===== src/maze_controller.sv =====
`timescale 1ns/100ps
`default_nettype none

module maze_controller (
	input wire CLK,
	input wire RST,
	input wire start,
	input wire run,
	input wire blocked,
	input wire at_goal,
	input wire dir_last,
	input wire stack_empty,
	input wire complete_read,
	output logic init_pos,
	output logic next_dir,
	output logic advance,
	output logic restore,
	output logic mark,
	output logic init_stack,
	output logic push,
	output logic pop,
	output logic init_list,
	output logic list_push,
	output logic en_read,
	output logic done,
	output logic fail
);

	typedef enum logic [3:0] {
		idle, init, mark_cell, check_goal, try_dir, turn_dir, push_step, advance_st,
		backtrack, pop_step, collect, collect_step, fail_st, done_st, show
	} state_t;

	state_t state, next_state;

	always_comb begin
		next_state = state;
		case (state)
			idle: if (start) next_state = init;
			init: next_state = mark_cell;
			mark_cell: next_state = check_goal;
			check_goal: next_state = at_goal ? collect : try_dir;
			try_dir: begin
				if (!blocked)
					next_state = push_step;
				else if (!dir_last)
					next_state = turn_dir;
				else
					next_state = backtrack; // Every direction used up
			end
			turn_dir: next_state = try_dir;
			push_step: next_state = advance_st;
			advance_st: next_state = mark_cell;
			backtrack: next_state = stack_empty ? fail_st : pop_step;
			pop_step: next_state = dir_last ? backtrack : try_dir;
			collect: next_state = stack_empty ? done_st : collect_step;
			collect_step: next_state = collect;
			fail_st: if (start) next_state = init;
			done_st: begin
				if (start)
					next_state = init;
				else if (run)
					next_state = show;
			end
			show: if (complete_read) next_state = done_st;
			default: next_state = idle;
		endcase
	end

	always_ff @(posedge CLK or posedge RST) begin
		if (RST)
			state <= idle;
		else
			state <= next_state;
	end

	// Strobes decode the registered state only
	assign init_pos = (state == init);
	assign init_stack = (state == init);
	assign init_list = (state == init);
	assign mark = (state == mark_cell);
	assign next_dir = (state == turn_dir);
	assign push = (state == push_step);
	assign advance = (state == advance_st);
	assign restore = (state == pop_step);
	assign pop = (state == pop_step) || (state == collect_step);
	assign list_push = (state == collect_step); // Stack top moves into the list
	assign en_read = (state == show);
	assign done = (state == done_st) || (state == show);
	assign fail = (state == fail_st);

endmodule

`default_nettype wire


===== config.mk =====
export PLATFORM = sky130hd
export DESIGN_NAME = maze_controller
export DESIGN_NICKNAME = d
export VERILOG_FILES = /design/src/maze_controller.sv
export SDC_FILE = /design/constraint.sdc
export NUM_CORES = 1
export LEC_CHECK = 0
export ABC_AREA = 1
export BUFFER_PORTS_ARGS = -buffer_cell sky130_fd_sc_hd__clkbuf_2
export CAP_MARGIN = 20
export CORE_AREA = 3 3 40 42
export DETAILED_ROUTE_END_ITERATION = 8
export DIE_AREA = 0 0 43 45
export PLACE_DENSITY_LB_ADDON = 0.12
export SLEW_MARGIN = 20
export SYNTH_ARGS = -nofsm -noshare
export SYNTH_HDL_FRONTEND = slang
export SYNTH_SLANG_ARGS = --single-unit

===== constraint.sdc =====
create_clock -name CLK -period 1.55 [get_ports CLK]
set_input_delay 0.0775 -clock CLK [delete_from_list [all_inputs] [get_ports CLK]]
set_output_delay 0.0775 -clock CLK [all_outputs]
set_load 0.02 [all_outputs]

==> impl_metrics.toml <==
[run_status]
status = "complete, no violations"

[detailed_routing]
drc = 0
drtPass1Iterations = 4
first_iter_violations = 19
drtAntennaViolNets = 0
post_drt_via_cell_ratio = 4.65
drt-total-wl_mm = 1.31
wl_per_cell_um = 9.44
vias = 647

[timing]
hold_viol_final = 0
period_needed_ps = 1360
setup-tns-final_ps = 0
period_share_pct = 87.8
final-setup-viol-count = 0
worst_slack_ps = 189
fmax_mhz = 735
slew-limit-headroom_pct = 84.9
tightest_slew_ps = 226
clock_skew_ps = 5.64
grt_setup_unrepaired = "false"
finalMaxSlewViolations = 0

[placement]
hpwl_mm = 1.15
pre_cts_ws_ps = 268
gp_congestion = 0.865
numPortBuffers = 21

[layout]
largest_reg_flops = 4
layout-drive-gt1-share_pct = 30.6
top_regs = "state (4)"
nets = 135
fillers = 142
area_growth_pct = 26.9
top_register = "state"
diodes = 0

[clock_tree]
post_cts_buffers = 0
cts_tree = "done"
clk_pin_slew_ps = 40
clkSinkCount = 4
clock_path_buffers = 2
cts-root-buf = "clkbuf_4"
clock_latency_ps = 230
cts_made_buffers = 3
cts_max_level = 1

[floorplan]
rows = 13
ios = 22
initial_utilization_pct = 41.6
core-area_mm2 = 0.00128
dieArea_mm2 = 0.00194
die_w_um = 43
die_h_um = 45

[synthesis]
syn_area_um2 = 534
synth_cell_type_count = 15
syn-mean-instance-area_um2 = 5.29
syn_inst = 101
synth_nets = 110
seq_area_frac_synth_pct = 18.7
synth-seq-cells = 4
yosys_warnings = 0

[critical_path]
path_cells = "inv_1 > nor2_2 > inv_1 > nor2_1 > clkbuf_2"
crit_type = "reg -> out"
arrival_ps = 1280
r2r-start = "state[2]"
critPathRequiredTime_ps = 1470
slowest_stage = "dfrtp_1"
cpPeakStageDelay_ps = 450
critical_path.top_delay_family = "flip-flops"
path_buf_inv = 3
crit_path_max_fanout = 6
cpMostUsedCell = "inv_1"
worstSetupEndpointType = "primary output"
cp-start-kind = "flip-flop"
startpoint = "state[2]"

[global_route]
track_usage_pct = 14.8
antenna_found_initial = 0
grt_overflow = 0
grt_pass1_wl_mm = 2.25
grt_max_degree = 7
grt_pass1_vias = 576

[run]
cap_violations = 0

[power_and_ir_drop]
p_int_mw = 0.477
powerDensity_mw_per_mm2 = 1640
leakage_nw = 0.465
seqPwrFrac_pct = 20.5
clock_power_share_pct = 11.3
ir_worst_vdd_uv = 1170
p_comb_share_pct = 68.2
switching_share_pct = 57.1
switchingPower_mw = 0.635

[min_path]
worstHoldStart = "run"
min_path_type = "in -> reg"
## layout make-up
class                           instances  area [µm²]  area share (%)
Sequential cell                         4         100            14.8
Timing Repair Buffer                   22         115            17.0
Clock buffer                            3        22.5            3.32
Multi-Input combinational cell         75         347            51.1
Tap cell                               15        18.8            2.77
Inverter                               20        75.1            11.1
## cells in the mapped netlist, drive strengths merged
cell | instances | area (µm²)
dfrtp | 4 | 100
o21ai | 1 | 5.00
buf | 2 | 15.0
nand2 | 37 | 159
inv | 20 | 75.1
nand3b | 2 | 15.0
nand3 | 6 | 30.0
nor2 | 24 | 103
a21oi | 5 | 32.5
## power groups by stage
stage          combinational, mW  clock (mW)  sequential, mW
6_report                   0.759       0.125           0.228
5_1_grt                    0.863       0.131           0.236
4_1_cts                    0.761       0.127           0.225
3_5_place_dp               0.758           0           0.227
3_3_place_gp               0.756           0           0.227
2_1_floorplan              0.605           0           0.212
## path summary, 6_finish.rpt
check,end,slack [ps],depth (start not counted)
min,state[0],130,4
min in group asynchronous,state[3],250,3
max reg2reg,state[2],250,7
min reg2reg,state[3],640,2
max in group asynchronous,state[1],1150,3
max,push,190,5
## per-layer routing
metal  global-route usage, %  vias up  routed length [µm]
li1                        -      348                   -
met5                       0        -                   0
met4                    1.81        0                   0
met1                    17.8      283                 554
met2                    26.3       16                 674
met3                    5.18        0                  83
## logic make-up after synthesis
kind of cell	share of synthesized area, %
flip-flops	18.7
AO/OA/AOI/OAI	7.02
AND/OR/NAND/NOR	57.4
buffers and inverters	16.9
## repair_timing
| action | CTS | global route |
|---|---|---|
| endpoints found under the hold margin | 4 | 0 |
| endpoints found under the setup margin | 0 | 2 |
| hold buffers | 1 | 0 |
| gates resized for setup | 0 | 1 |
## stage by stage
stage	utilization (%)	std cells	hold WS (ps)	total power [mW]	instance area, µm²
final	52.8	139	130	1.11	678
after detailed placement	50.0	135	-54.4	0.985	643
after floorplan	-	101	-156	0.817	534
after CTS	52.6	139	130	1.11	676
after global routing	52.8	139	157	1.23	678
after global placement	50.0	135	-56.3	0.983	643
## worst reg2reg max path, delay by kind of cell (launching register included)
kind	cells	cell delay [ps]
AOI/OAI and AO/OA	1	50
and+or+nand+nor	6	690
DFF	1	450
## placed cells by master, fill, tap and decap left out, types with 2 or more instances in the layout
master    instances
clkbuf_2         21
nand2_2           5
nand3_1           6
inv_1            18
nor2_2            3
clkbuf_4          3
nand3b_1          2
dfrtp_1           4
inv_2             2
nor2_1           20
a21oi_1           3
a21oi_2           2
nand2_1          31
Note: power is estimated with default switching activity, not from simulation.
