## config.mk

```make
export PLATFORM = sky130hd
export DESIGN_NAME = path_list
export DESIGN_NICKNAME = d
export VERILOG_FILES = /design/src/maze_pkg.sv /design/src/path_list.sv
export SDC_FILE = /design/constraint.sdc
export NUM_CORES = 2
export LEC_CHECK = 0
export BUFFER_PORTS_ARGS = -buffer_cell sky130_fd_sc_hd__buf_2
export CAP_MARGIN = 20
export CELL_PAD_IN_SITES_DETAIL_PLACEMENT = 1
export CELL_PAD_IN_SITES_GLOBAL_PLACEMENT = 1
export CORE_UTILIZATION = 55
export DETAILED_ROUTE_END_ITERATION = 8
export GPL_ROUTABILITY_DRIVEN = 0
export HOLD_SLACK_MARGIN = 0.02
export PLACE_DENSITY_LB_ADDON = 0.12
export SLEW_MARGIN = 10
export SYNTH_ARGS = -nofsm -noshare
export SYNTH_HDL_FRONTEND = slang
export SYNTH_SLANG_ARGS = --single-unit
```

## constraint.sdc

```tcl
create_clock -name CLK -period 11.3 [get_ports CLK]
set_clock_uncertainty 0.15 [all_clocks]
set_input_delay 2.26 -clock CLK [delete_from_list [all_inputs] [get_ports CLK]]
set_output_delay 2.26 -clock CLK [all_outputs]
set_load 0.02 [all_outputs]
```

## src/maze_pkg.sv

```systemverilog
`default_nettype none

package maze_pkg;

	localparam int GRID_BITS = 4;
	localparam int GRID_CELLS = 1 << (2 * GRID_BITS);

	typedef logic [GRID_BITS-1:0] coord_t;
	typedef logic [2*GRID_BITS-1:0] cell_addr_t; // {y, x}
	typedef logic [1:0] dir_t;

	localparam coord_t COORD_MAX = '1; // Last row or column

	localparam dir_t DIR_EAST = 2'd0;  // x+1
	localparam dir_t DIR_SOUTH = 2'd1; // y+1
	localparam dir_t DIR_WEST = 2'd2;  // x-1
	localparam dir_t DIR_NORTH = 2'd3; // y-1, last one tried

	// {x, y, dir} where dir is the move taken out of the cell
	typedef logic [2*GRID_BITS+1:0] step_t;

endpackage

`default_nettype wire

```

## src/path_list.sv

```systemverilog
`timescale 1ns/100ps
`default_nettype none

module path_list #(
	parameter int STACK_DEPTH = 256
) (
	input wire CLK,
	input wire RST,
	input wire init_list,
	input wire list_push,
	input wire en_read,
	input wire maze_pkg::step_t push_step,
	output logic move_valid,
	output maze_pkg::step_t move_step,
	output logic complete_read
);

	localparam int IDX_W = $clog2(STACK_DEPTH);
	localparam int CNT_W = $clog2(STACK_DEPTH + 1);

	maze_pkg::step_t mem [0:STACK_DEPTH-1];
	logic [CNT_W-1:0] wr_cnt;
	logic [IDX_W-1:0] rd_ptr;
	logic [IDX_W-1:0] rd_idx;
	logic en_read_d;

	// Entry 0 is the step next to the goal, so read from the top down
	assign rd_idx = en_read_d ? rd_ptr : IDX_W'(wr_cnt - 1'b1);

	always_ff @(posedge CLK) begin
		if (list_push)
			mem[IDX_W'(wr_cnt)] <= push_step;
	end

	always_ff @(posedge CLK or posedge RST) begin
		if (RST) begin
			wr_cnt <= '0;
			rd_ptr <= '0;
			en_read_d <= 1'b0;
		end else begin
			en_read_d <= en_read;
			if (init_list)
				wr_cnt <= '0;
			else if (list_push)
				wr_cnt <= wr_cnt + 1'b1;
			if (en_read)
				rd_ptr <= rd_idx - 1'b1;
		end
	end

	assign move_step = mem[rd_idx];
	assign move_valid = en_read && (wr_cnt != '0);
	assign complete_read = en_read && (wr_cnt == '0 || rd_idx == '0); // Last step or empty path

endmodule

`default_nettype wire

```

==> flow_summary.toml <==
[critical_path]
regToRegEndpoint = "rd_ptr[7]"
cp_data_arrival_time_ns = 7.35
critPathMaxFanout = 227
startpoint_type = "register"
r2r_setup_slack_ns = 6.81
crit_type = "register to primary output"
cp-startpoint = "en_read_d"
required_ns = 8.89
endpoint = "move_step[5]"
r2r-start = "en_read_d"
ff2ff_path_depth = 7
cp-end-kind = "primary output"

[yosys]
seq_area_frac_synth = 0.758
synth_warnings = 0
synth_edf_count = 2560
synth_top_cell_area_share = 0.754
synthCells = 6635
ys_ff_latch = 2578
synthTopCellsByArea = "edfxtp_1 75%, nand2_1 5.7%, mux4_2 4.8%"
synth.distinct_cells = 68
yosys.area.top_type = "edfxtp_1"
synthFlopType = "edfxtp_1"
syn_area_sq_mm = 0.102
synthArstFlopShare = 0.00698
avgSynthCellArea_sq_um = 15.4
synth_nets = 6657

[cts]
clk_latency_ns = 0.92
numCtsBuffers = 284
ctsHoldBuffers = 0
cts_max_level = 5
clk_pin_slew_ns = 0.06
post_cts_buffers = 0
cts_repair_resize_count = 0
clock_sinks = 2578
clockBufferDepth = 4
cts_tree = "done"
cts-root-buf = "clkbuf_16"

[sta]
setup-violations-final = 0
fin_crit_ns = 9.76
rsz0062_at_grt = "false"
whs_ns = 0.391
hold_violations = 0
fin_crit_sh = 0.863
clock.fmax_mhz = 103
worst_pin_slew_ns = 1.22
maxSlewViolCount = 0
max_slew_margin = 0.181
fin_tns_setup_ns = 0

[routing]
postRouteWirelength_microns = 315000
via_per_inst = 6.59
ant_nets = 0
routedWlPerCell_microns = 33.4
drt_iter0_drc = 7492
dr_total_vias = 62100
dr.pass1.iters = 5
drc = 0

[power_and_ir_drop]
power.density_mw_per_mm2 = 206
p_leak_nw = 37.7
max-vdd-ir-drop_mv = 0.218

[finish]
multi_input_area_sq_mm = 0.0225
regArea_sq_mm = 0.0773
nets = 6785
final_common_cell = "edfxtp_1"
final_cell_mix = "2560 x edfxtp_1, 1535 x nand2_1, 459 x nand3_1"
syn2layout_area_growth_pct = 12.1
fillers = 16300
drive_gt1_frac = 0.134
finish.instance_area_sq_mm = 0.114

[run_status]
status = "finished, final reports clean"

[floorplanning]
die_area_sq_mm = 0.187
boundaryPins = 27
start_util = 0.555
die_w_microns = 433
placementRows = 157
fp.coreArea_sq_mm = 0.184
die_y_microns = 433

[placement]
place_area_sq_mm = 0.105
hpwl_microns = 183000
portBuffers = 26

[grt]
grt_pass1_vias = 63300
grt_max_degree = 228
grt_pass1_wl_microns = 450000
grt_antenna_before_repair = 18
track_usage = 0.337
grt_overflow_total = 0

[worst_hold_path]
hold_class = "register to register"

[flow_run]
max_cap_viol_count = 0
==> registers in the layout, summed over array words and instances, names as in the netlist <==
register and count:
mem 2560, wr_cnt 9, rd_ptr 8, en_read_d 1
==> final cells by class <==
type                       instances  area share
tap                             2464      0.0270
sequential                      2578       0.677
antenna                            4   0.0000876
inverter                          10    0.000624
multi-input combinational       3599       0.197
clock buffer                     354      0.0662
timing repair buffer             290      0.0225
clock inverter                   123      0.0101
==> routing by layer <==
metal  part of all wire  vias to the layer above  global-route usage
li1                   -                    25600                   -
met2               0.48                     3109               0.534
met1               0.39                    32600               0.460
met4              0.048                       16               0.150
met5            0.00033                        -                   0
met3              0.086                      725              0.0616
==> report_power, final <==
| part | internal (W) | switching, W |
|---|---|---|
| registers | 0.0105 | 0.0000117 |
| clock network | 0.00524 | 0.00368 |
| logic | 0.00112 | 0.00293 |
==> worst max-delay path, stage by stage (launching register included) <==
cell	delay, ns
dfrtp_1	0.78
or2_4	0.57
nand2_8	0.53
clkinv_16	0.64
buf_4	0.58
mux2i_1	0.16
a32oi_1	0.29
nand3_1	0.23
a211oi_1	0.87
nor4_1	0.15
o21a_1	0.27
nor3_1	0.60
buf_2	0.31
==> through the flow <==
step           cells  utilization  power (W)  setup WS [ns]
2_1_floorplan   6635            -     0.0130           5.69
3_3_place_gp    8836        0.570     0.0146           2.32
3_5_place_dp    8876        0.572     0.0147           2.65
4_1_cts         9353        0.619     0.0235           1.61
5_1_grt         9420        0.622     0.0240           1.46
6_report        9422        0.622     0.0235           1.54
==> cell families (layout without fill, tap and decap cells) <==
| group | count (synthesis) | count (layout) | synth area share |
|---|---|---|---|
| buffers and inverters | 458 | 777 | 0.0231 |
| multiplexers | 371 | 371 | 0.0633 |
| flip-flops | 2578 | 2578 | 0.758 |
| adder cells (fa/ha/maj) | 7 | 7 | 0.000859 |
| other | 0 | 4 | 0 |
| XOR/XNOR | 16 | 16 | 0.00137 |
| AO/OA/AOI/OAI | 640 | 640 | 0.0459 |
| AND/OR/NAND/NOR | 2565 | 2565 | 0.107 |
==> worst min-delay path by stage <==
stage	startpoint	to	cells past startpoint
after detailed placement	rd_ptr[2]	rd_ptr[2]	2
after CTS	rd_ptr[7]	rd_ptr[7]	2
final	rd_ptr[5]	rd_ptr[5]	1
after global routing	rd_ptr[7]	rd_ptr[7]	2
after floorplan	rd_ptr[2]	rd_ptr[2]	2
after global placement	rd_ptr[7]	rd_ptr[7]	2
==> Yosys cell counts, types with 4 or more instances <==
master    count
nor4_1       28
o22ai_1      57
nand2_1    1536
a32oi_1      79
o21ai_0      15
buf_6        17
a311oi_1    130
ha_1          7
o21ai_1       6
and3_1      133
clkbuf_1    136
mux2i_1     151
mux4_2      218
or4_1         9
o211ai_1      7
a221oi_1     27
xnor2_1       8
a211oi_1     63
edfxtp_1   2560
dfrtp_1      18
nor3_1       20
or3_1         6
a21oi_1      74
inv_1         8
a22oi_1       4
a32o_1        7
nor2b_1       9
a31oi_1     136
buf_4        64
nand3_1     477
buf_2       210
o21a_1        5
nand4_1      36
nor2_1      288
and2_1        4
buf_1        21
xor2_1        8
Power figures use the tool's default switching activity.
