[src/maze_pkg.sv]
`default_nettype none

package maze_pkg;

	localparam int GRID_BITS = 4;
	localparam int GRID_CELLS = 1 << (2 * GRID_BITS);

	typedef logic [GRID_BITS-1:0] coord_t;
	typedef logic [2*GRID_BITS-1:0] cell_addr_t; // {y, x}
	typedef logic [1:0] dir_t;

	localparam coord_t COORD_MAX = '1; // Last row or column

	localparam dir_t DIR_EAST = 2'd0;  // x+1
	localparam dir_t DIR_SOUTH = 2'd1; // y+1
	localparam dir_t DIR_WEST = 2'd2;  // x-1
	localparam dir_t DIR_NORTH = 2'd3; // y-1, last one tried

	// {x, y, dir} where dir is the move taken out of the cell
	typedef logic [2*GRID_BITS+1:0] step_t;

endpackage

`default_nettype wire

[src/position_unit.sv]
`timescale 1ns/100ps
`default_nettype none

module position_unit #(
	parameter int GOAL_X = 15,
	parameter int GOAL_Y = 15
) (
	input wire CLK,
	input wire RST,
	input wire init_pos,
	input wire next_dir,
	input wire advance,
	input wire restore,
	input wire maze_pkg::step_t restore_step,
	input wire nbr_wall,
	output maze_pkg::cell_addr_t cur_addr,
	output maze_pkg::cell_addr_t nbr_addr,
	output maze_pkg::step_t cur_step,
	output logic blocked,
	output logic at_goal,
	output logic dir_last
);

	maze_pkg::coord_t x, y;
	maze_pkg::coord_t nbr_x, nbr_y;
	maze_pkg::coord_t rest_x, rest_y;
	maze_pkg::dir_t dir, rest_dir;
	logic off_grid;

	assign {rest_x, rest_y, rest_dir} = restore_step;

	always_comb begin
		nbr_x = x;
		nbr_y = y;
		case (dir)
			maze_pkg::DIR_EAST: nbr_x = x + 1'b1;
			maze_pkg::DIR_SOUTH: nbr_y = y + 1'b1;
			maze_pkg::DIR_WEST: nbr_x = x - 1'b1;
			default: nbr_y = y - 1'b1;
		endcase
	end

	// Wrapped neighbor addresses are hidden by this test
	assign off_grid = (dir == maze_pkg::DIR_EAST && x == maze_pkg::COORD_MAX) ||
		(dir == maze_pkg::DIR_SOUTH && y == maze_pkg::COORD_MAX) ||
		(dir == maze_pkg::DIR_WEST && x == '0) ||
		(dir == maze_pkg::DIR_NORTH && y == '0);

	assign blocked = off_grid | nbr_wall;
	assign at_goal = (x == maze_pkg::coord_t'(GOAL_X)) && (y == maze_pkg::coord_t'(GOAL_Y));
	// During a restore this reports the direction being restored
	assign dir_last = restore ? (rest_dir == maze_pkg::DIR_NORTH) : (dir == maze_pkg::DIR_NORTH);

	assign cur_addr = {y, x};
	assign nbr_addr = {nbr_y, nbr_x};
	assign cur_step = {x, y, dir};

	always_ff @(posedge CLK or posedge RST) begin
		if (RST) begin
			x <= '0;
			y <= '0;
			dir <= maze_pkg::DIR_EAST;
		end else if (init_pos) begin
			x <= '0;
			y <= '0;
			dir <= maze_pkg::DIR_EAST;
		end else if (restore) begin
			x <= rest_x;
			y <= rest_y;
			dir <= rest_dir + 1'b1; // Resume with the next direction
		end else if (advance) begin
			x <= nbr_x;
			y <= nbr_y;
			dir <= maze_pkg::DIR_EAST;
		end else if (next_dir) begin
			dir <= dir + 1'b1;
		end
	end

	a_advance_open: assert property (@(posedge CLK) disable iff (RST) advance |-> !blocked)
		else $error("advance into a blocked cell");

endmodule

`default_nettype wire

[config.mk]
export PLATFORM = sky130hd
export DESIGN_NAME = position_unit
export DESIGN_NICKNAME = d
export VERILOG_FILES = /design/src/maze_pkg.sv /design/src/position_unit.sv
export SDC_FILE = /design/constraint.sdc
export NUM_CORES = 1
export LEC_CHECK = 0
export BUFFER_PORTS_ARGS = -buffer_cell sky130_fd_sc_hd__buf_4
export CAP_MARGIN = 30
export CELL_PAD_IN_SITES_DETAIL_PLACEMENT = 0
export CELL_PAD_IN_SITES_GLOBAL_PLACEMENT = 1
export CORE_ASPECT_RATIO = 0.9
export CORE_MARGIN = 2
export CORE_UTILIZATION = 31
export CTS_CLUSTER_SIZE = 12
export DETAILED_ROUTE_END_ITERATION = 8
export GPL_ROUTABILITY_DRIVEN = 0
export PLACE_DENSITY_LB_ADDON = 0.1
export SYNTH_ARGS = -nofsm -noshare
export SYNTH_HDL_FRONTEND = slang
export SYNTH_SLANG_ARGS = --single-unit
[constraint.sdc]
create_clock -name CLK -period 6.2 [get_ports CLK]
set_clock_uncertainty 0.15 [all_clocks]
set_input_delay 0 -clock CLK [delete_from_list [all_inputs] [get_ports CLK]]
set_output_delay 0 -clock CLK [all_outputs]
set_load 0.02 [all_outputs]
==> run summary <==
The number of cell instances on the worst register-to-register path was 8. The tools report the wire length of the first global-routing pass as 4900 µm. Synthesis produced a netlist whose cell count is 122. The die outline height was 59.1 µm; the post-route clock period utilization was 45.2%. The post-route netlist has 32.8% of its cells at a drive strength greater than 1. For the pin with the worst max-slew slack, the measured transition is 0.459 ns.

The synthesized netlist devotes 8.36% of its cell area to XOR and XNOR gates. Clock tree synthesis inserted a total of 3 buffers. After synthesis, the largest family of logic cells by area is compound AO/OA/AOI/OAI gates. The mean routed wirelength per cell is 13.3 µm, and the detailed-route wire length is 2890 µm. The area added between synthesis and finish was 49.5%; the utilization of the core after routing was 47.4%. The worst setup path is captured at a flop.

Synthesis-stage register bit count: 10. Counting flops with a built-in enable in the synthesized netlist gives 0. The minimum period implied by the final worst setup slack is 2.80 ns. The synthesized netlist devotes 19.7% of its cell area to compound gates. The tools report the final net count as 202. The tree is rooted in a sky130_fd_sc_hd__clkbuf_8. The tools report the number of detailed-routing iterations run before antenna repair as 4. Pin placement for this block handled 46 I/O pins. The worst hold path was traced through 4 stages. For the overall global routing resource usage, the log shows 16.7%.

The worst path required time is 6.17 ns, and the area of the die is 0.00386 mm². Row generation in the floorplan step produced 20 rows. The average via count per standard cell was 4.88.

The repair_antennas step left the layout with diodes totalling 0. The number of endpoints with negative hold slack in the final report came out at 0. The number of buffers inserted by port buffering was 45; the static power due to leakage was 0.000765 µW.

The worst setup path is launched from a flop. Path category of the worst min-delay check: primary input to flop. Setup violations remaining at the end of the flow were counted as 0. Summing over every cut layer, the via total after detailed routing is 1063.

Once detail routing completed, the nets flagged for antenna violations numbered 0. Initial antenna violation count: 0. The tools report the worst hold endpoint as dir[1]. Critical register-to-register path endpoint: x[1]. After detailed routing, the number of remaining DRC violations is 0. After synthesis, the share of cell area in mux cells is 5.14%. The number of nets produced by synthesis came out at 149.

Starting density of the core: 31.7%. The worst hold path begins at restore_step[1]. Setup total negative slack on the finished layout was measured at 0 ns. The endpoint arrival time on the critical path is 2.77 ns.

Simple-gate portion of the synthesized area: 18.0%. Averaged over all synthesized cells, the footprint is 8.58 µm². The number of global-route vias before repair is 1061.

The clock edge transition at the registers on the reported setup and hold paths works out to 0.05 ns. The pin count of the biggest net entering global routing came out at 13. Sequential elements use 23.9% of the synthesized area. The register-to-register setup slack is 3.40 ns.

The first routing iteration left 24 violations. Summing the areas of all fa, ha and maj instances in the mapped netlist gives 12.7% of the synthesized area. Once the clock tree was built, the setup fixing pass inserted 0 buffers. The later pin in the worst-skew pair is clocked with a latency of 0.24 ns. The number of max-cap violations is 0.

For the depth of the CTS H-tree, the log shows 1. The run finished with clean final reports. In this run the critical register-to-register path is launched from dir[0].

In this run the deepest clock path goes through 2 buffers. HPWL after detailed placement: 2170 µm. For this run the aggregate overflow at the end of global routing stands at 0. The maximum fanout encountered on the critical timing path works out to 8.

In the synthesized netlist the async set-or-reset flop fraction comes to 100%. The final-report max-slew violation count came out at 0. TritonCTS built the clock tree. Setup repair after global routing left no endpoint under its margin. Yosys mapped the design onto 44 distinct sky130hd cell types.

The floorplan step set the die width to 65.3 µm. The highest clock rate was 357 MHz; the cell area after synthesis was 0.00105 mm². The class of the most critical setup path was flop to flop. Among all flip-flop cells after synthesis, the most frequent one is sky130_fd_sc_hd__dfrtp_1. The worst-case IR drop observed on VDD is 0.120 mV. In this run the standard cell core region covers 0.00330 mm². For this run, the number of Yosys warnings is 0.

Power spread over the standard cell area amounts to 190 mW/mm². The logs give 68.6% for the worst slew slack as a fraction of its limit and 10 for the clock sink total.
where the power goes:
part | switching [µW] | internal (µW)
Clock | 27.4 | 56.0
Combinational | 69.1 | 64.1
Sequential | 10.3 | 70.2
Total | 107 | 190
cell usage after synthesis, types with 3 or more instances:
library cell                n  share of area (%)
sky130_fd_sc_hd__a21o_1     3                2.2
sky130_fd_sc_hd__a211oi_1   4                2.9
sky130_fd_sc_hd__nor2_1    12                4.3
sky130_fd_sc_hd__dfrtp_1   10                 24
sky130_fd_sc_hd__mux2_2     3                3.2
sky130_fd_sc_hd__xnor2_1    6                5.0
sky130_fd_sc_hd__nand3_1    3                1.4
sky130_fd_sc_hd__ha_1       9                 11
sky130_fd_sc_hd__a21oi_1    5                2.4
sky130_fd_sc_hd__buf_4      9                6.5
sky130_fd_sc_hd__xor2_1     4                3.3
sky130_fd_sc_hd__nand2_1    6                2.2
sky130_fd_sc_hd__inv_1      9                3.2
cells by family (layout without fill, tap and decap cells):
kind of cell | after synthesis | in the layout
simple gates | 35 | 35
compound gates | 29 | 29
buf+inv | 23 | 75
fa+ha+maj | 10 | 10
xor+xnor | 10 | 10
flops | 10 | 10
mux | 5 | 5
through the flow:
stage,hold WS [ns],area [µm²],cells,setup slack [ns],total power [µW]
3_5_place_dp,-0.111,1350,198,3.63,208
2_1_floorplan,-0.310,1050,122,3.72,163
6_report,0.00226,1570,218,3.40,297
4_1_cts,0.00238,1570,218,3.41,301
5_1_grt,0.0386,1570,218,3.28,318
3_3_place_gp,-0.107,1350,198,3.70,207
metal layers:
layer	global-route usage, %	routed length [µm]	share of wire (%)	vias up
met3	4.56	164	5.7	2
met1	21.3	1360	47	498
met4	3.87	19	0.66	0
li1	-	-	-	533
met5	0	0	0	-
met2	28.1	1350	47	30
how the worst max path moves through the flow:
| stage | startpoint | slack [ns] | cells after the start | to |
|---|---|---|---|---|
| 2_1_floorplan | dir[0] | 3.72 | 7 | x[3] |
| 3_3_place_gp | dir[0] | 3.70 | 6 | x[3] |
| 3_5_place_dp | dir[0] | 3.63 | 6 | x[3] |
| 4_1_cts | dir[0] | 3.41 | 8 | x[1] |
| 5_1_grt | dir[0] | 3.28 | 8 | x[1] |
| 6_report | dir[0] | 3.40 | 8 | x[1] |
registers in the layout, summed over array words and instances (netlist names):
name  cells
y         4
x         4
dir       2
worst max-delay path, stage by stage, from the launching register on:
cell and delay [ns]:
sky130_fd_sc_hd__dfrtp_1 0.51, sky130_fd_sc_hd__inv_1 0.13, sky130_fd_sc_hd__ha_1 0.31, sky130_fd_sc_hd__xor2_1 0.19, sky130_fd_sc_hd__ha_1 0.29, sky130_fd_sc_hd__mux2_2 0.28, sky130_fd_sc_hd__o211ai_1 0.17, sky130_fd_sc_hd__a21oi_1 0.09
sky130_fd_sc_hd__dlygate4sd3_1 0.55
cell type report:
class | instances | area [µm²]
Timing Repair Buffer | 61 | 498
Tap cell | 44 | 55.1
Sequential cell | 10 | 250
Fill cell | 350 | 1740
Clock buffer | 4 | 55.1
Inverter | 10 | 37.5
Multi-Input combinational cell | 89 | 669
layout by cell type, fill, tap and decap left out, types with 2 or more instances in the layout:
master                          instances
sky130_fd_sc_hd__buf_4                 45
sky130_fd_sc_hd__dlygate4sd3_1         16
sky130_fd_sc_hd__nor2_1                12
sky130_fd_sc_hd__dfrtp_1               10
sky130_fd_sc_hd__inv_1                  9
sky130_fd_sc_hd__ha_1                   9
sky130_fd_sc_hd__nand2_1                6
sky130_fd_sc_hd__xnor2_1                6
sky130_fd_sc_hd__a21oi_1                5
sky130_fd_sc_hd__xor2_1                 4
sky130_fd_sc_hd__a211oi_1               4
sky130_fd_sc_hd__clkbuf_8               4
sky130_fd_sc_hd__a21o_1                 3
sky130_fd_sc_hd__nand3_1                3
sky130_fd_sc_hd__mux2_2                 3
sky130_fd_sc_hd__a221oi_1               2
sky130_fd_sc_hd__mux2i_1                2
sky130_fd_sc_hd__o21ai_0                2
sky130_fd_sc_hd__a22oi_1                2
sky130_fd_sc_hd__nor4_1                 2
sky130_fd_sc_hd__a2111oi_0              2
sky130_fd_sc_hd__a311oi_1               2
repair_timing:
| item | in CTS | in global routing |
|---|---|---|
| hold buffers | 16 | 0 |
| endpoints found under the hold margin | 20 | 0 |
| resized for setup | 0 | 0 |
Power figures use the tool's default switching activity.
