## src/maze_pkg.sv

```systemverilog
`default_nettype none

package maze_pkg;

	localparam int GRID_BITS = 4;
	localparam int GRID_CELLS = 1 << (2 * GRID_BITS);

	typedef logic [GRID_BITS-1:0] coord_t;
	typedef logic [2*GRID_BITS-1:0] cell_addr_t; // {y, x}
	typedef logic [1:0] dir_t;

	localparam coord_t COORD_MAX = '1; // Last row or column

	localparam dir_t DIR_EAST = 2'd0;  // x+1
	localparam dir_t DIR_SOUTH = 2'd1; // y+1
	localparam dir_t DIR_WEST = 2'd2;  // x-1
	localparam dir_t DIR_NORTH = 2'd3; // y-1, last one tried

	// {x, y, dir} where dir is the move taken out of the cell
	typedef logic [2*GRID_BITS+1:0] step_t;

endpackage

`default_nettype wire

```

## src/maze_map.sv

```systemverilog
`timescale 1ns/100ps
`default_nettype none

module maze_map (
	input wire CLK,
	input wire load_en,
	input wire maze_pkg::cell_addr_t load_addr,
	input wire load_wall,
	input wire mark,
	input wire maze_pkg::cell_addr_t cur_addr,
	input wire maze_pkg::cell_addr_t nbr_addr,
	output logic nbr_wall
);

	// One bit per cell, set means wall or already visited
	logic cells [0:maze_pkg::GRID_CELLS-1];

	always_ff @(posedge CLK) begin
		if (load_en)
			cells[load_addr] <= load_wall;
		else if (mark)
			cells[cur_addr] <= 1'b1; // Visited cells become walls
	end

	assign nbr_wall = cells[nbr_addr];

	// The map may only be loaded while no search is running
	a_no_load_in_search: assert property (@(posedge CLK) !(load_en && mark))
		else $error("map loaded during a search");

endmodule

`default_nettype wire

```

## config.mk

```make
export PLATFORM = sky130hd
export DESIGN_NAME = maze_map
export DESIGN_NICKNAME = d
export VERILOG_FILES = /design/src/maze_pkg.sv /design/src/maze_map.sv
export SDC_FILE = /design/constraint.sdc
export NUM_CORES = 1
export LEC_CHECK = 0
export CORE_MARGIN = 1
export CORE_UTILIZATION = 65
export CTS_BUF_LIST = sky130_fd_sc_hd__clkbuf_4 sky130_fd_sc_hd__clkbuf_8
export DETAILED_ROUTE_END_ITERATION = 10
export DONT_BUFFER_PORTS = 1
export GPL_TIMING_DRIVEN = 0
export PLACE_DENSITY = 0.87
export RECOVER_POWER = 50
export SYNTH_ARGS = -nofsm -noshare
export SYNTH_HDL_FRONTEND = slang
export SYNTH_SLANG_ARGS = --single-unit
```

## constraint.sdc

```tcl
create_clock -name CLK -period 8.1 [get_ports CLK]
set_input_delay 1.62 -clock CLK [delete_from_list [all_inputs] [get_ports CLK]]
set_output_delay 1.62 -clock CLK [all_outputs]
set_load 0.05 [all_outputs]
```

==> results of run 1 <==
-- final timing paths --
kind	to	cells after the start	start
setup / recovery	nbr_wall	8	nbr_addr[0]
hold / removal	cells[184]	4	load_addr[7]
-- per-layer routing --
metal  vias to the layer above  part of all wire, %  track usage [%]
li1                       3204                    -                -
met1                      3678                   33             40.2
met2                       596                   48             53.4
met3                       142                   13             8.90
met4                         0                  5.9             18.6
met5                         -                    0                0
-- kinds of logic (layout without fill, tap and decap cells) --
| logic type | Yosys count | in the layout | share of synthesized area (%) |
|---|---|---|---|
| mux | 94 | 94 | 12.9 |
| simple gates | 379 | 379 | 13.9 |
| compound gates | 53 | 53 | 3.28 |
| flops | 256 | 256 | 67.4 |
| buf+inv | 62 | 126 | 2.52 |
-- critical path, cell delays in order --
cell	delay, ns
buf_4	0.16
buf_6	0.17
buf_6	0.16
nor2_1	0.76
a22oi_1	0.32
a2111oi_0	0.58
a311oi_1	0.13
a22oi_1	0.96
-- synth_stat cells (all sizes together) --
cell | number | area (um^2)
clkbuf | 43 | 161
nand2b | 3 | 18.8
a22o | 8 | 70.1
nor4 | 7 | 43.8
mux4 | 42 | 946
or2 | 1 | 6.26
o31ai | 4 | 30.0
nand2 | 46 | 173
o2111ai | 1 | 8.76
o21ai | 3 | 15.0
nor2b | 4 | 25.0
nand3b | 20 | 150
nand3 | 26 | 130
nor3 | 2 | 10.0
edfxtp | 256 | 7690
a22oi | 6 | 45.0
or3 | 4 | 25.0
mux2 | 1 | 11.3
a21oi | 1 | 5.00
a311oi | 2 | 17.5
nor2 | 264 | 991
mux2i | 51 | 510
or4 | 1 | 7.51
or3b | 1 | 8.76
o31a | 1 | 8.76
buf | 18 | 123
inv | 1 | 3.75
a31oi | 3 | 18.8
o22ai | 22 | 138
a2111oi | 2 | 17.5
-- power by group through the flow --
stage / Sequential, mW / Clock [mW] / Combinational, mW
2_1_floorplan: 1.51 / 0 / 0.118
3_3_place_gp: 1.51 / 0 / 0.170
3_5_place_dp: 1.50 / 0 / 0.179
4_1_cts: 1.47 / 0.994 / 0.180
5_1_grt: 1.47 / 1.04 / 0.191
6_report: 1.47 / 1.01 / 0.183
-- layout make-up --
class	instances	area (um^2)	area share, %
Timing Repair Buffer	2	31.3	0.252
Clock buffer	48	617	4.97
Tap cell	225	282	2.27
Sequential cell	256	7690	61.9
Clock inverter	14	83.8	0.675
Multi-Input combinational cell	526	3430	27.6
Inverter	1	3.75	0.0302
Buffer	61	284	2.29
-- per-stage QoR --
step                      hold slack (ns)  setup TNS, ns
after floorplan                      2.04              0
after global placement               2.18         -52.72
after detailed placement             2.20              0
after CTS                            1.66              0
after global routing                 1.72              0
final                                1.67              0
==> impl_metrics.csv, run 1 <==
group,metric,value,unit
layout,nets,915,
status,violations,"capacitance limit, slew limit",
clock_network,post_cts_resized,0,
timing,timing.final.ws_setup,1.59,ns
timing,worstMarginPinSlew,3.34,ns
setup_path,critPathLaunchType,"input port",
die,dieArea,18100,um^2
synth,yosys_warnings,0,
timing,fin_crit_sh,80.3,%
power,pwr-share-comb,6.9,%
detailed_routing,first_pass_iters,6,
timing,slew_violations,167,
synth,synth_fp_nets,872,
global_route,grt_pass1_vias,7457,
layout,diodes,0,
die,io_pins,29,
layout,largest_register_ffs,256,
global_route,grt_pass1_wl,42000,um
setup_path,cp.required,6.48,ns
min_path,min_path_type,"input port to register",
global_route,grt_max_degree,94,
timing,setup_viol,0,
power,p_int,2.05,mW
detailed_routing,drc,0,
status,status,"finished, violations left",
die,rows,48,
die,start_util,66.2,%
clock_network,path_clk_slew,0.06,ns
clock_network,root_buffer,"clkbuf_8",
setup_path,path_max_fanout,10,
timing,rsz0062_at_grt,"no",
synth,syn_avg_cell_area,13.5,um^2
timing,hold_viol_final,0,
clock_network,cts_hold_buf,0,
timing,slew_headroom,-123,%
power,power_switching,0.609,mW
layout,drive_above_1_share,12.6,%
layout,fin_util,72.1,%
power,peakVddDrop,0.000153,V
clock_network,htree_levels,2,
place,dpl.hpwl,18300,um
clock_network,tritoncts,"done",
setup_path,critical_path_class,"input port to output pin",
detailed_routing,vias_per_cell,6.73,
place,gp_congestion,0.880,
global_route,track_usage,32.9,%
timing,layout_min_cycle_time,6.51,ns
clock_network,post_cts_buffers,0,
setup_path,worstPathArrival,4.89,ns
place,dpl_cell_area,11800,um^2
power,power_frac_seq,55.3,%
detailed_routing,dr.first_iter.drc_count,1225,
layout,instances_no_fill,1133,
timing,fmax,0.154,GHz
synth,ys_ff_latch,256,
power,leakagePower,3.99,nW
detailed_routing,routed-via-count,7620,
die,die_h,134,um
layout,layout_common_cells,"nor2_1 (264), edfxtp_1 (256), mux2i_1 (51), nand2_1 (46), clkbuf_1 (44)",
layout,final_area,12400,um^2
power,clock_power_share,37.8,%
synth,syn_inst,844,
detailed_routing,wl_per_cell,25.3,um
clock_network,cts_made_buffers,39,
layout,area_delta_synth_final,8.89,%
synth,ys_types,33,
clock_network,cts_buffer_depth,3,
global_route,antenna_found_initial,0,
power,total_power,2.66,mW
clock_network,cts.sinks,256,
place,dp_slack,1.69,ns
global_route,grt_overflow,0,
die,coreArea,17200,um^2
die,die-width,134,um
power,switching_share,22.9,%
layout,largest-register,"cells",
detailed_routing,routed_wl,28600,um
place,io_buffer_count,0,
power,powerDensity,214,nW/um^2
layout,fillers,1042,
layout,layout_commonest_cell,"nor2_1",
synth,ys_seq_area_share,67.4,%
layout,reg_top3,"cells: 256 flops",
synth,syn_area,11400,um^2
place,place_inst,1071,
setup_path,end_kind,"output pin",
flow_run,maxCapViolations,2,
detailed_routing,postRouteAntennaNets,0,
No activity file was read; power rests on OpenSTA's default activity.
==> run 2, diff against run 1 <==
CORE_UTILIZATION = 60   (was 65)
PLACE_DENSITY = 0.85   (was 0.87)
clock period = 5.75 ns   (was 8.1 ns; I/O delays follow)
==> run 2 against run 1 <==
The flow still finishes with violations (capacitance limit, slew limit); count of clock-buffer cells in the layout stayed put; non-clock buffer count stayed put; via count is 1.9% lower; sequential share of layout area is 0.15 points higher; global-route usage is 3.3 points lower; critical path depth stayed put.
==> impl_metrics.csv, run 2 (synthesis results as in run 1) <==
group,metric,value,unit
place,dpl_cell_area,11800,um^2
place,place_inst,1080,
setup_path,critPathLaunchType,"input port",
clock_network,htree_levels,2,
detailed_routing,drc,0,
timing,slew_violations,261,
detailed_routing,vias_per_cell,6.55,
die,coreArea,18600,um^2
detailed_routing,wl_per_cell,24.5,um
place,io_buffer_count,0,
layout,nets,915,
timing,slew_headroom,-71.2,%
power,powerDensity,298,nW/um^2
clock_network,cts_buffer_depth,3,
clock_network,cts_hold_buf,0,
place,gp_congestion,0.872,
timing,timing.final.ws_setup,0.328,ns
die,rows,50,
flow_run,maxCapViolations,3,
layout,largest_register_ffs,256,
timing,worstMarginPinSlew,2.57,ns
detailed_routing,dr.first_iter.drc_count,1189,
min_path,min_path_type,"input port to register",
timing,layout_min_cycle_time,5.42,ns
detailed_routing,first_pass_iters,5,
detailed_routing,postRouteAntennaNets,0,
detailed_routing,routed-via-count,7476,
clock_network,tritoncts,"done",
detailed_routing,routed_wl,28000,um
setup_path,cp.required,4.60,ns
layout,reg_top3,"cells: 256 flops",
setup_path,path_max_fanout,10,
place,dp_slack,0.120,ns
die,dieArea,19600,um^2
die,die_h,140,um
global_route,grt_overflow,0,
global_route,grt_pass1_wl,41800,um
global_route,grt_pass1_vias,7536,
place,dpl.hpwl,18400,um
die,io_pins,29,
timing,fin_tns_setup,0,ns
status,violations,"capacitance limit, slew limit",
layout,layout_common_cells,"nor2_1 (264), edfxtp_1 (256), mux2i_1 (51), nand2_1 (46), clkbuf_1 (43)",
clock_network,root_buffer,"clkbuf_8",
timing,hold_viol_final,0,
setup_path,worstPathArrival,4.27,ns
layout,layout_commonest_cell,"nor2_1",
layout,drive_above_1_share,12.6,%
die,die-width,140,um
setup_path,end_kind,"output pin",
clock_network,path_clk_slew,0.06,ns
power,peakVddDrop,0.000187,V
clock_network,cts.sinks,256,
global_route,antenna_found_initial,0,
timing,fmax,0.184,GHz
power,total_power,3.69,mW
setup_path,critical_path_class,"input port to output pin",
layout,instances_no_fill,1141,
global_route,track_usage,29.5,%
layout,largest-register,"cells",
global_route,grt_max_degree,115,
power,leakagePower,3.96,nW
timing,rsz0062_at_grt,"no",
layout,diodes,0,
timing,setup_viol,0,
layout,final_area,12400,um^2
clock_network,cts_made_buffers,39,
layout,area_delta_synth_final,8.62,%
die,start_util,61.2,%
status,status,"finished, violations left",
timing,fin_crit_sh,94.3,%
## run 2: worst max-delay path: stages
cell,delay [ns]
buf_4,0.15
buf_6,0.17
buf_6,0.16
nor2_1,0.74
a22oi_1,0.32
a2111oi_0,0.76
a311oi_1,0.16
a22oi_2,0.66
## run 2: timing repair
item,in CTS,in global routing
setup endpoints to repair,0,1
gates resized for setup,0,1
buffers inserted,0,0
## run 2: layout make-up
class / count / area (um^2)
Multi-Input combinational cell: 526 / 3440
Tap cell: 234 / 293
Inverter: 1 / 3.75
Buffer: 61 / 284
Timing Repair Buffer: 2 / 15.0
Fill cell: 1279 / 6250
Sequential cell: 256 / 7690
Clock inverter: 13 / 60.1
Clock buffer: 48 / 611
## run 2: worst paths after layout
| path | startpoint | endpoint | slack [ns] | cells after the start |
|---|---|---|---|---|
| worst max-delay path | nbr_addr[0] | nbr_wall | 0.33 | 8 |
| worst min-delay path | load_addr[7] | cells[183] | 1.16 | 4 |
## run 2: layer usage
layer	vias to the layer above	global-route usage (%)	wire [um]
met5	-	0	0
met2	520	47.5	13400
li1	3201	-	-
met1	3637	37.5	9800
met4	0	16.3	1490
met3	118	6.71	3310
## run 2: power by group
| part | leakage, nW | switching, mW | internal (mW) | total, mW |
|---|---|---|---|---|
| combinational | 1.15 | 0.179 | 0.0745 | 0.253 |
| sequential | 2.47 | 0.00157 | 2.07 | 2.07 |
| clock | 0.351 | 0.671 | 0.691 | 1.36 |
## run 2: metrics by stage
step,hold WS (ns),util (%)
floorplan,1.57,-
global placement,1.70,62.8
detailed placement,1.69,63.1
CTS,1.14,66.7
global route,1.18,66.5
finish,1.16,66.5
==> run 3, diff against run 2 <==
==> constraint.sdc (replaced) <==
create_clock -name CLK -period 5.75 [get_ports CLK]
set_input_delay 0.2875 -clock CLK [delete_from_list [all_inputs] [get_ports CLK]]
set_output_delay 0.2875 -clock CLK [all_outputs]
set_load 0.05 [all_outputs]
==> run 3 against run 2 <==
The run still ends with capacitance limit, slew limit left; core utilization shrank 0.060 points; largest power group unchanged; combinational power is essentially flat; maximum frequency grew 21%; total power is essentially flat; setup slack gained 0.92 ns; via count is essentially flat; critical path depth shrank 4; sequential power is essentially flat; non-clock buffer count is the same; count of clock-buffer cells in the layout is the same; global-route usage is the same; first-iteration DRC count grew 5.0%.
==> impl_metrics.csv, run 3 (synthesis results as in run 1) <==
group,metric,value,unit
status,status,"finished, violations left",
status,violations,"capacitance limit, slew limit",
clock_network,htree_levels,2,
timing,fin_crit_sh,78.2,%
clock_network,root_buffer,"clkbuf_8",
clock_network,post_cts_resized,0,
die,coreArea,18600,um^2
setup_path,path_max_fanout,83,
global_route,track_usage,29.5,%
detailed_routing,wl_per_cell,24.7,um
global_route,grt_pass1_vias,7536,
min_path,min_path_type,"input port to register",
layout,drive_above_1_share,12.5,%
global_route,grt_overflow,0,
layout,fillers,1283,
clock_network,tritoncts,"done",
clock_network,cts_made_buffers,39,
power,powerDensity,298,nW/um^2
clock_network,cts.sinks,256,
detailed_routing,drc,0,
power,total_power,3.69,mW
setup_path,worstPathArrival,4.41,ns
die,start_util,61.2,%
layout,layout_commonest_cell,"nor2_1",
setup_path,end_kind,"register",
layout,area_delta_synth_final,8.52,%
timing,hold_viol_final,0,
detailed_routing,dr.first_iter.drc_count,1249,
detailed_routing,routed_wl,28100,um
power,power_frac_seq,56.2,%
timing,fmax,0.222,GHz
global_route,grt_max_degree,115,
layout,nets,915,
layout,regArea,7690,um^2
setup_path,crit_path_cell_trace,"nand2b_1 > clkbuf_1 > nand2b_1 > clkbuf_1",
layout,multi_input_area,3430,um^2
setup_path,critPathLaunchType,"input port",
layout,largest_register_ffs,256,
die,io_pins,29,
layout,layout_common_cells,"nor2_1 (264), edfxtp_1 (256), mux2i_1 (51), nand2_1 (46), clkbuf_1 (44)",
power,power_switching,0.851,mW
clock_network,cts_hold_buf,0,
die,die_h,140,um
flow_run,maxCapViolations,3,
setup_path,crit_path_top_delay_cell,"clkbuf_1",
die,dieArea,19600,um^2
setup_path,critPathBufInv,2,
clock_network,path_clk_slew,0.06,ns
layout,fin_util,66.4,%
clock_network,cts_buffer_depth,3,
power,switching_share,23.1,%
layout,reg_top3,"cells: 256 flops",
detailed_routing,postRouteAntennaNets,0,
global_route,grt_pass1_wl,41800,um
power,leakagePower,3.96,nW
global_route,antenna_found_initial,0,
power,peakVddDrop,0.000187,V
timing,slew_headroom,-99.7,%
place,io_buffer_count,0,
power,pwr-share-comb,6.9,%
setup_path,critical_path_class,"input port to register",
layout,largest-register,"cells",
place,gp_congestion,0.872,
timing,worstMarginPinSlew,3.00,ns
timing,rsz0062_at_grt,"no",
place,dpl.hpwl,18400,um
timing,layout_min_cycle_time,4.50,ns
setup_path,max_stage_delay,2.21,ns
setup_path,cp.required,5.66,ns
timing,setup_viol,0,
power,p_int,2.84,mW
clock_network,post_cts_buffers,0,
detailed_routing,routed-via-count,7474,
timing,slew_violations,261,
die,die-width,140,um
detailed_routing,vias_per_cell,6.55,
setup_path,cp_top_family,"buffers and inverters",
power,clock_power_share,36.9,%
die,rows,50,
detailed_routing,first_pass_iters,6,
layout,diodes,0,
[run 3: power groups by stage]
stage	clock network [mW]	registers (mW)	logic, mW
2_1_floorplan	0	2.12	0.167
5_1_grt	1.42	2.07	0.265
3_5_place_dp	0	2.11	0.252
6_report	1.36	2.07	0.253
4_1_cts	1.35	2.07	0.253
3_3_place_gp	0	2.13	0.240
[run 3: layout make-up]
type / count / share of cell area [%]
Sequential cell: 256 / 62.1
Multi-Input combinational cell: 526 / 27.7
Clock buffer: 48 / 4.93
Tap cell: 234 / 2.37
Buffer: 61 / 2.29
Clock inverter: 13 / 0.485
Timing Repair Buffer: 2 / 0.0708
Inverter: 1 / 0.0303
[run 3: worst paths after layout]
| kind | start | cells after the start | endpoint | slack (ns) |
|---|---|---|---|---|
| worst min-delay path | load_addr[7] | 4 | cells[183] | 0.28 |
| worst max-delay path | load_en | 4 | cells[221] | 1.25 |
[run 3: metal layers]
layer,track usage (%),part of all wire (%)
met4,16.3,5.5
met2,47.5,48
met5,0,0
met3,6.71,12
met1,37.5,35
[run 3: stage by stage]
step,cells,setup TNS (ns),hold slack (ns),worst slack [ns],instance area [um^2]
final,1141,0,0.280,1.25,12400
after global routing,1141,0,0.317,1.03,12400
after CTS,1141,0,0.276,1.85,12400
after detailed placement,1080,0,0.832,1.84,11800
after global placement,1078,-332.59,0.835,-1.31,11700
after floorplan,844,0,0.710,0.886,11400
